==> config.mk <==
export PLATFORM = sky130hd
export DESIGN_NAME = floor_logic_top
export DESIGN_NICKNAME = d
export VERILOG_FILES = /design/src/hw/elevator_pkg.sv /design/src/hw/request_register.sv /design/src/hw/floor_queue.sv /design/src/hw/dispatch_fsm.sv /design/src/hw/floor_logic_top.sv
export SDC_FILE = /design/constraint.sdc
export NUM_CORES = 1
export LEC_CHECK = 0
export BUFFER_PORTS_ARGS = -buffer_cell sky130_fd_sc_hd__buf_2
export CELL_PAD_IN_SITES_DETAIL_PLACEMENT = 1
export CELL_PAD_IN_SITES_GLOBAL_PLACEMENT = 1
export CORE_MARGIN = 1.5
export CORE_UTILIZATION = 45
export CTS_CLUSTER_DIAMETER = 120
export DETAILED_ROUTE_END_ITERATION = 8
export PLACE_DENSITY_LB_ADDON = 0.1
export SYNTH_ARGS = -nofsm -noshare
export SYNTH_HDL_FRONTEND = slang
export SYNTH_SLANG_ARGS = --single-unit
export TNS_END_PERCENT = 100
==> constraint.sdc <==
create_clock -name clock -period 3.7 [get_ports clock]
set_input_delay 0.555 -clock clock [delete_from_list [all_inputs] [get_ports clock]]
set_output_delay 0.555 -clock clock [all_outputs]
set_load 0.01 [all_outputs]
==> src/hw/elevator_pkg.sv <==
// Elevator floor request package
// Floor and car state encodings shared by the request controller
`default_nettype none

package elevator_pkg;

    ////////////////////
    // Floor encoding
    localparam int FLOOR_COUNT = 11;

    // Floor 0 is the first floor
    typedef logic [3:0] floor_t;

    // One bit per floor for buttons and lights
    typedef logic [FLOOR_COUNT-1:0] floor_mask_t;

    // Queue occupancy, 0 to FLOOR_COUNT
    typedef logic [3:0] count_t;

    ////////////////////
    // Car state codes from the motion FSM
    typedef logic [5:0] state_code_t;

    // Codes 0 to 10 are stopped at that floor, 11 to 30 are moving
    localparam state_code_t STOP_LAST_CODE = 6'd10;
    localparam state_code_t EMERGENCY_CODE = 6'd31;

    // Dispatch FSM states
    typedef enum logic [1:0] {
        IDLE   = 2'd0,
        DEPART = 2'd1,
        TRAVEL = 2'd2
    } dispatch_state_t;

    // True for any stopped-at-floor code
    function automatic logic is_stop_state(state_code_t code);
        return code <= STOP_LAST_CODE;
    endfunction

endpackage

`default_nettype wire

==> src/hw/request_register.sv <==
// Request register, holds hall and car panel lights
// and selects at most one new floor per cycle for the queue
`default_nettype none

module request_register (
    input  wire                            clock,
    input  wire                            reset_n,
    input  wire                            flush,
    input  wire elevator_pkg::floor_mask_t floor_call_buttons,
    input  wire elevator_pkg::floor_mask_t panel_buttons,
    input  wire elevator_pkg::floor_t      current_floor,
    input  wire                            served,
    output elevator_pkg::floor_mask_t      call_button_lights,
    output elevator_pkg::floor_mask_t      panel_button_lights,
    output logic                           push,
    output elevator_pkg::floor_t           push_floor
);
    import elevator_pkg::*;

    floor_mask_t current_mask;
    floor_mask_t new_mask;
    floor_mask_t accept_mask;
    floor_mask_t clear_mask;
    floor_t      pick_floor;
    logic        pick_valid;

    assign current_mask = floor_mask_t'(1) << current_floor;

    // Pressed, not yet lit, not where the car stands
    assign new_mask = (floor_call_buttons | panel_buttons)
                    & ~(call_button_lights | panel_button_lights)
                    & ~current_mask
                    & {FLOOR_COUNT{~flush}};

    ////////////////////
    // Lowest new floor wins
    always_comb begin
        pick_floor = '0;
        pick_valid = 1'b0;
        for (int i = FLOOR_COUNT - 1; i >= 0; i--) begin
            if (new_mask[i]) begin
                pick_floor = floor_t'(i);
                pick_valid = 1'b1;
            end
        end
    end

    assign accept_mask = pick_valid ? (floor_mask_t'(1) << pick_floor) : '0;
    assign clear_mask  = served ? current_mask : '0;

    ////////////////////
    // Light registers
    always_ff @(posedge clock or negedge reset_n) begin
        if (!reset_n) begin
            call_button_lights  <= '0;
            panel_button_lights <= '0;
        end else if (flush) begin
            call_button_lights  <= '0;
            panel_button_lights <= '0;
        end else begin
            // Only the lights whose button is pressed get set
            call_button_lights  <= (call_button_lights | (accept_mask & floor_call_buttons))
                                 & ~clear_mask;
            panel_button_lights <= (panel_button_lights | (accept_mask & panel_buttons))
                                 & ~clear_mask;
        end
    end

    // One push per accepted floor
    always_ff @(posedge clock or negedge reset_n) begin
        if (!reset_n) begin
            push <= 1'b0;
        end else begin
            push <= pick_valid;
        end
    end

    always_ff @(posedge clock) begin
        if (pick_valid) begin
            push_floor <= pick_floor;
        end
    end

endmodule

`default_nettype wire

==> src/hw/floor_queue.sv <==
// Floor queue, eleven-entry FIFO of requested floors
// kept in order of arrival with an occupancy count
`default_nettype none

module floor_queue (
    input  wire                       clock,
    input  wire                       reset_n,
    input  wire                       flush,
    input  wire                       push,
    input  wire elevator_pkg::floor_t push_floor,
    input  wire                       served,
    output elevator_pkg::floor_t      head_floor,
    output logic                      empty
);
    import elevator_pkg::*;

    floor_t slots [FLOOR_COUNT];
    count_t wr_ptr;
    count_t rd_ptr;
    count_t count;
    logic   pop;

    // Step a slot index with wrap at the last slot
    function automatic count_t next_ptr(count_t ptr);
        return (ptr == count_t'(FLOOR_COUNT - 1)) ? '0 : ptr + 1'b1;
    endfunction

    assign empty      = (count == '0);
    assign head_floor = slots[rd_ptr];
    assign pop        = served && !empty;

    ////////////////////
    // Pointers and count
    always_ff @(posedge clock or negedge reset_n) begin
        if (!reset_n) begin
            wr_ptr <= '0;
            rd_ptr <= '0;
            count  <= '0;
        end else if (flush) begin
            wr_ptr <= '0;
            rd_ptr <= '0;
            count  <= '0;
        end else begin
            if (push) begin
                wr_ptr <= next_ptr(wr_ptr);
            end
            if (pop) begin
                rd_ptr <= next_ptr(rd_ptr);
            end
            // A floor is queued at most once, so push never finds it full
            if (push && !pop) begin
                count <= count + 1'b1;
            end else if (pop && !push) begin
                count <= count - 1'b1;
            end
        end
    end

    // Slot storage
    always_ff @(posedge clock) begin
        if (push) begin
            slots[wr_ptr] <= push_floor;
        end
    end

endmodule

`default_nettype wire

==> src/hw/dispatch_fsm.sv <==
// Dispatch FSM, offers the oldest queued floor to the motion FSM,
// retires it on arrival and gates the door requests
`default_nettype none

module dispatch_fsm (
    input  wire                            clock,
    input  wire                            reset_n,
    input  wire                            power_switch,
    input  wire                            emergency_btn,
    input  wire                            door_open_btn,
    input  wire                            door_close_btn,
    input  wire elevator_pkg::state_code_t elevator_state,
    input  wire elevator_pkg::floor_t      current_floor,
    input  wire elevator_pkg::floor_t      head_floor,
    input  wire                            empty,
    output logic                           flush,
    output logic                           served,
    output elevator_pkg::floor_t           target_floor,
    output logic                           direction_up,
    output logic                           activate_elevator,
    output logic                           door_open_allowed,
    output logic                           door_close_allowed
);
    import elevator_pkg::*;

    dispatch_state_t state;
    logic            stopped;
    logic            at_target;

    // Power loss or emergency drops every request
    assign flush     = !power_switch || emergency_btn;
    assign stopped   = is_stop_state(elevator_state);
    assign at_target = stopped && (current_floor == target_floor);

    ////////////////////
    // State register
    always_ff @(posedge clock or negedge reset_n) begin
        if (!reset_n) begin
            state        <= IDLE;
            served       <= 1'b0;
            target_floor <= '0;
            direction_up <= 1'b0;
        end else if (flush) begin
            state  <= IDLE;
            served <= 1'b0;
        end else begin
            served <= 1'b0;
            case (state)
                IDLE: begin
                    // Wait out a pending pop before reading the head again
                    if (stopped && !empty && !served) begin
                        if (head_floor == current_floor) begin
                            served <= 1'b1;
                        end else begin
                            target_floor <= head_floor;
                            direction_up <= (head_floor > current_floor);
                            state        <= DEPART;
                        end
                    end
                end
                DEPART: begin
                    if (!stopped) begin
                        state <= TRAVEL;
                    end
                end
                TRAVEL: begin
                    if (at_target) begin
                        served <= 1'b1;
                        state  <= IDLE;
                    end
                end
                default: begin
                    state <= IDLE;
                end
            endcase
        end
    end

    // Activation drops as soon as flush rises, not one edge later
    assign activate_elevator = (state == DEPART) && !flush;

    ////////////////////
    // Door gating
    assign door_open_allowed  = door_open_btn && stopped && power_switch;
    assign door_close_allowed = door_close_btn && stopped && power_switch;

endmodule

`default_nettype wire

==> src/hw/floor_logic_top.sv <==
// Floor request controller top, request register and queue
// steered by the dispatch FSM
`default_nettype none

module floor_logic_top (
    input  wire                            clock,
    input  wire                            reset_n,
    input  wire elevator_pkg::floor_mask_t floor_call_buttons,
    input  wire elevator_pkg::floor_mask_t panel_buttons,
    input  wire                            door_open_btn,
    input  wire                            door_close_btn,
    input  wire                            emergency_btn,
    input  wire                            power_switch,
    input  wire elevator_pkg::state_code_t elevator_state,
    input  wire elevator_pkg::floor_t      current_floor,
    output elevator_pkg::floor_t           target_floor,
    output logic                           direction_up,
    output logic                           activate_elevator,
    output elevator_pkg::floor_mask_t      call_button_lights,
    output elevator_pkg::floor_mask_t      panel_button_lights,
    output logic                           door_open_allowed,
    output logic                           door_close_allowed
);
    import elevator_pkg::*;

    logic   flush;
    logic   served;
    logic   push;
    floor_t push_floor;
    floor_t head_floor;
    logic   empty;

    ////////////////////
    // Button capture
    request_register u_request_register (
        .clock               (clock),
        .reset_n             (reset_n),
        .flush               (flush),
        .floor_call_buttons  (floor_call_buttons),
        .panel_buttons       (panel_buttons),
        .current_floor       (current_floor),
        .served              (served),
        .call_button_lights  (call_button_lights),
        .panel_button_lights (panel_button_lights),
        .push                (push),
        .push_floor          (push_floor)
    );

    // Requested floors in arrival order
    floor_queue u_floor_queue (
        .clock      (clock),
        .reset_n    (reset_n),
        .flush      (flush),
        .push       (push),
        .push_floor (push_floor),
        .served     (served),
        .head_floor (head_floor),
        .empty      (empty)
    );

    ////////////////////
    // Dispatch and doors
    dispatch_fsm u_dispatch_fsm (
        .clock              (clock),
        .reset_n            (reset_n),
        .power_switch       (power_switch),
        .emergency_btn      (emergency_btn),
        .door_open_btn      (door_open_btn),
        .door_close_btn     (door_close_btn),
        .elevator_state     (elevator_state),
        .current_floor      (current_floor),
        .head_floor         (head_floor),
        .empty              (empty),
        .flush              (flush),
        .served             (served),
        .target_floor       (target_floor),
        .direction_up       (direction_up),
        .activate_elevator  (activate_elevator),
        .door_open_allowed  (door_open_allowed),
        .door_close_allowed (door_close_allowed)
    );

endmodule

`default_nettype wire

==> impl_results.html <==
<table>
<tr><th>Metric</th><th>Value</th></tr>
<tr><th colspan="2">Placement</th></tr>
<tr><td>Port bufs</td><td>67</td></tr>
<tr><td>Half-perimeter wire length after placement</td><td>approximately 9.4 mm</td></tr>
<tr><td>Weighted congestion reported at the end of routability-driven placement</td><td>just over 0.8</td></tr>
<tr><th colspan="2">Flow run</th></tr>
<tr><td>Number of max-cap violations</td><td>0</td></tr>
<tr><th colspan="2">Logic synthesis</th></tr>
<tr><td>Post-synthesis area per instance</td><td>~12 sq um</td></tr>
<tr><td>Syn. warnings</td><td>0</td></tr>
<tr><td>Sequential element share of the synthesized area</td><td>between 50% and 60%</td></tr>
<tr><td>Compound-cell area share of the yosys netlist</td><td>between 10% and 20%</td></tr>
<tr><td>Share of synthesized cell area in and, or, nand and nor gates</td><td>between 10% and 20%</td></tr>
<tr><td>Main combinational cell family by area after synthesis</td><td>simple AND/OR/NAND/NOR gates</td></tr>
<tr><td>Fraction of synthesized cell area in xor and xnor cells</td><td>approximately 1.5%</td></tr>
<tr><td>Ys flop type</td><td>sky130_fd_sc_hd__edfxtp_1</td></tr>
<tr><td>Cell area after technology mapping</td><td>around 4700 sq um</td></tr>
<tr><td>Net count after synthesis</td><td>roughly 460</td></tr>
<tr><td>Gate count of the mapped netlist</td><td>~400</td></tr>
<tr><td>Number of unique standard cell types used by synthesis</td><td>66</td></tr>
<tr><td>EDFF count, synth</td><td>48</td></tr>
<tr><td>Fraction of synthesized area in multiplexers</td><td>under 10%</td></tr>
<tr><td>Area share of fa/ha/maj cells after synthesis</td><td>2.80%</td></tr>
<tr><td>Proportion of register bits with asynchronous set or reset after synthesis</td><td>between 40 and 50%</td></tr>
<tr><td>Flop and latch count out of synthesis</td><td>91</td></tr>
<tr><th colspan="2">Timing</th></tr>
<tr><td>Count of pins over their slew limit</td><td>0</td></tr>
<tr><td>Worst relative slew slack</td><td>39.8%</td></tr>
<tr><td>Max Freq</td><td>approximately 310 MHz</td></tr>
<tr><td>Crit share post-route</td><td>around 87%</td></tr>
<tr><td>Setup_tns</td><td>0 ns</td></tr>
<tr><td>Setup repair after global routing missed its margin</td><td>false</td></tr>
<tr><td>Worst-margin pin slew</td><td>about 0.90 ns</td></tr>
<tr><td>Min Clock Period, post-route</td><td>3.23 ns</td></tr>
<tr><td>Final number of setup-violating endpoints</td><td>0</td></tr>
<tr><td>Worst-case clock skew</td><td>0.0126 ns</td></tr>
<tr><td>Final count of hold timing violations</td><td>0</td></tr>
<tr><th colspan="2">Clocking</th></tr>
<tr><td>Setup Fix Bufs, Post-CTS</td><td>0</td></tr>
<tr><td>Root Buffer Master</td><td>sky130_fd_sc_hd__clkbuf_8</td></tr>
<tr><td>CTS Buffer Depth</td><td>2</td></tr>
<tr><td>Post-cts repair resize count</td><td>0</td></tr>
<tr><td>Clock slew at reported path FFs</td><td>about 0.10 ns</td></tr>
<tr><td>Inserted Clock Buffers</td><td>9</td></tr>
<tr><td>CTS hold repair buffers</td><td>0</td></tr>
<tr><td>Worst skew pair latency</td><td>roughly 0.37 ns</td></tr>
<tr><td>TritonCTS clock tree</td><td>yes</td></tr>
<tr><td>Clock sink count</td><td>91</td></tr>
<tr><td>H-tree Lvls</td><td>3</td></tr>
<tr><th colspan="2">Pwr</th></tr>
<tr><td>Leakage power summed over all cells</td><td>~0.0022 uW</td></tr>
<tr><td>Final total power</td><td>between 2000 and 2500 uW</td></tr>
<tr><td>Peak supply drop</td><td>between 0.2 and 0.25 mV</td></tr>
<tr><td>Areal power density over the cells</td><td>443 nW/um^2</td></tr>
<tr><th colspan="2">Global route</th></tr>
<tr><td>Maximum number of pins on one net before global-route repair</td><td>28</td></tr>
<tr><td>First-pass GRT wire length</td><td>20.7 mm</td></tr>
<tr><td>Total overflow reported by the global router</td><td>0</td></tr>
<tr><td>Number of global-route vias before repair</td><td>3782</td></tr>
<tr><td>Antenna violations before repair</td><td>0</td></tr>
<tr><td>Aggregate global-route resource usage</td><td>around 24%</td></tr>
<tr><th colspan="2">Layout</th></tr>
<tr><td>Area of the multi-input gates</td><td>between 2000 and 2500 sq um</td></tr>
<tr><td>Fill count</td><td>1148</td></tr>
<tr><td>Growth of design area from synthesis to finish</td><td>14.3%</td></tr>
<tr><td>Proportion of layout cells with a drive suffix above 1</td><td>about a quarter</td></tr>
<tr><td>Area of all sequential standard cells</td><td>around 2500 sq um</td></tr>
<tr><td>Fin nets</td><td>518</td></tr>
<tr><td>Total inserted antenna cells</td><td>0</td></tr>
<tr><th colspan="2">Drt</th></tr>
<tr><td>Residual antenna-violating net count after detailed routing</td><td>0</td></tr>
<tr><td>DR WL/cell</td><td>roughly 21 um</td></tr>
<tr><td>Post-route DRC</td><td>0</td></tr>
<tr><td>First-pass DRT Iterations</td><td>4</td></tr>
<tr><td>Starting DRC count in detailed routing</td><td>173</td></tr>
<tr><td>Vias per cell</td><td>5.96</td></tr>
<tr><td>Total number of vias</td><td>between 3000 and 4000</td></tr>
<tr><td>Wirelength, routed</td><td>about 13 mm</td></tr>
<tr><th colspan="2">Setup path</th></tr>
<tr><td>Maximum fanout along the worst path</td><td>9</td></tr>
<tr><td>CP Capture Point</td><td>u_dispatch_fsm.target_floor[3]</td></tr>
<tr><td>Type of the setup path with the least slack</td><td>flip-flop to flip-flop</td></tr>
<tr><td>Depth of the most critical reg-to-reg path</td><td>7</td></tr>
<tr><td>Endpoint of the worst-slack reg-to-reg timing path</td><td>u_dispatch_fsm.target_floor[3]</td></tr>
<tr><td>Critical path startpoint category</td><td>flip-flop</td></tr>
<tr><td>Worst R2R Setup Slack</td><td>~0.47 ns</td></tr>
<tr><td>Reg-to-reg startpoint</td><td>u_floor_queue.rd_ptr[0]</td></tr>
<tr><td>Kind of end point of the critical path</td><td>flip-flop</td></tr>
<tr><td>Critical path launch point</td><td>u_floor_queue.rd_ptr[0]</td></tr>
<tr><td>Critical path data required time</td><td>3.96 ns</td></tr>
<tr><td>Critical Path AT</td><td>between 3 and 4 ns</td></tr>
<tr><th colspan="2">Die</th></tr>
<tr><td>Core Rows</td><td>37</td></tr>
<tr><td>Width of the chip</td><td>around 110 um</td></tr>
<tr><td>Starting utilization of the core area</td><td>between 40% and 50%</td></tr>
<tr><td>Floorplan Core Area</td><td>just over 10000 sq um</td></tr>
<tr><td>Overall die height</td><td>between 100 and 150 um</td></tr>
<tr><td>Ports placed on the boundary</td><td>slightly below 70</td></tr>
<tr><td>Die footprint</td><td>around 11000 sq um</td></tr>
<tr><th colspan="2">Run status</th></tr>
<tr><td>Status</td><td>finished, final reports clean</td></tr>
<tr><th colspan="2">Min path</th></tr>
<tr><td>Min-delay worst type</td><td>input pin to asynchronous set/reset pin</td></tr>
</table>
==> area by class of cell <==
class | instances | area share (%)
clock buffer | 10 | 2.36
timing repair buffer | 71 | 6.75
inverter | 11 | 0.763
tap | 136 | 3.15
multi-input combinational | 286 | 38.7
clock inverter | 6 | 1.76
sequential | 91 | 46.5
==> placed cells by master, fill, tap and decap left out, drive strengths merged, types with 3 or more instances in the layout <==
cell type and n:
xnor2 6, nand2b 5, o32ai 3, nor3b 3, edfxtp 48, mux2 8
inv 14, ha 9, and3 3, o211ai 4, dfrtp 43, nor4 4
or4 5, nor2 53, nor4b 3, nor3 12, buf 71, a32o 11
and2 4, o22ai 3, nand3b 3, a21o 3, nor2b 9, mux2i 5
or2 8, a31oi 8, nand3 6, o21ai 14, nand2 25, a21oi 25
mux4 11, clkbuf 10, or3 3
==> worst min path at each step <==
stage,cells past startpoint,to,slack (ns)
after floorplan,0,u_dispatch_fsm.direction_up,0.26
after global placement,2,u_request_register.call_button_lights[6],0.49
after detailed placement,1,u_request_register.call_button_lights[3],0.50
after CTS,1,u_floor_queue.rd_ptr[2],0.13
after global routing,1,u_floor_queue.rd_ptr[3],0.14
final,1,u_floor_queue.rd_ptr[2],0.13
==> registers in the layout, indices dropped and copies added (netlist names) <==
name	cells
u_dispatch_fsm.target_floor	4
u_dispatch_fsm.state	2
u_request_register.push_floor	4
u_floor_queue.count	4
u_floor_queue.slots	44
u_floor_queue.rd_ptr	4
u_dispatch_fsm.served	1
u_floor_queue.wr_ptr	4
u_request_register.call_button_lights	11
u_request_register.push	1
u_dispatch_fsm.direction_up	1
u_request_register.panel_button_lights	11
==> cells by family (layout without fill, tap and decap cells) <==
kind of cell             Yosys count  in the layout
AO/OA/AOI/OAI                     92             92
XOR/XNOR                           8              8
adder cells (fa/ha/maj)           10             10
buffers and inverters             31             98
flip-flops                        91             91
multiplexers                      24             24
AND/OR/NAND/NOR                  152            152
==> layer usage <==
| metal | part of all wire, % | vias to the layer above | track usage (%) | routed length [um] |
|---|---|---|---|---|
| li1 | - | 1670 | - | - |
| met1 | 47 | 1855 | 34.8 | 5950 |
| met2 | 47 | 104 | 38.5 | 6020 |
| met3 | 5.0 | 13 | 3.34 | 634 |
| met4 | 1.4 | 0 | 7.82 | 181 |
| met5 | 0 | - | 0 | 0 |
==> critical path, stage by stage (launching register included) <==
cell and delay, ns:
sky130_fd_sc_hd__dfrtp_1 0.70, sky130_fd_sc_hd__buf_4 0.28, sky130_fd_sc_hd__mux2_2 0.36, sky130_fd_sc_hd__mux4_2 0.50, sky130_fd_sc_hd__ha_1 0.31, sky130_fd_sc_hd__nand4_1 0.11
sky130_fd_sc_hd__nor4b_4 0.46, sky130_fd_sc_hd__mux2_2 0.40
==> through the flow <==
stage          cells  setup WS [ns]  instance area, sq um  util [%]  hold WS, ns
6_report         611          0.472                  5410      52.6        0.127
3_3_place_gp     595          0.653                  5190      50.5        0.490
3_5_place_dp     595          0.476                  5190      50.5        0.500
2_1_floorplan    408          0.579                  4730         -        0.259
4_1_cts          611          0.451                  5410      52.6        0.131
5_1_grt          611          0.281                  5410      52.6        0.140
==> synth_stat cells (all sizes together) (3+ instances only) <==
library cell,number,area (sq um)
nor2,53,201
edfxtp,48,1440
dfrtp,43,1080
a21oi,25,125
nand2,25,93.8
clkbuf,16,60.1
o21ai,14,70.1
nor3,12,60.1
a32o,11,110
inv,11,41.3
mux4,11,248
ha,9,113
nor2b,9,56.3
a31oi,8,50.1
mux2,8,90.1
or2,8,50.0
nand3,6,30.0
xnor2,6,52.6
mux2i,5,50.1
nand2b,5,38.8
or4,5,41.3
and2,4,25.0
buf,4,20.0
nor4,4,40.0
o211ai,4,30.0
a21o,3,22.5
and3,3,18.8
nand3b,3,22.5
nor3b,3,22.5
nor4b,3,47.5
o22ai,3,25.0
o32ai,3,26.3
or3,3,18.8
==> report_power, final <==
part           total, uW  switching, uW  internal [uW]
logic                387            219            168
registers           1230           76.7           1150
clock network        782            392            390
total               2400            687           1710
Power figures use the tool's default switching activity.
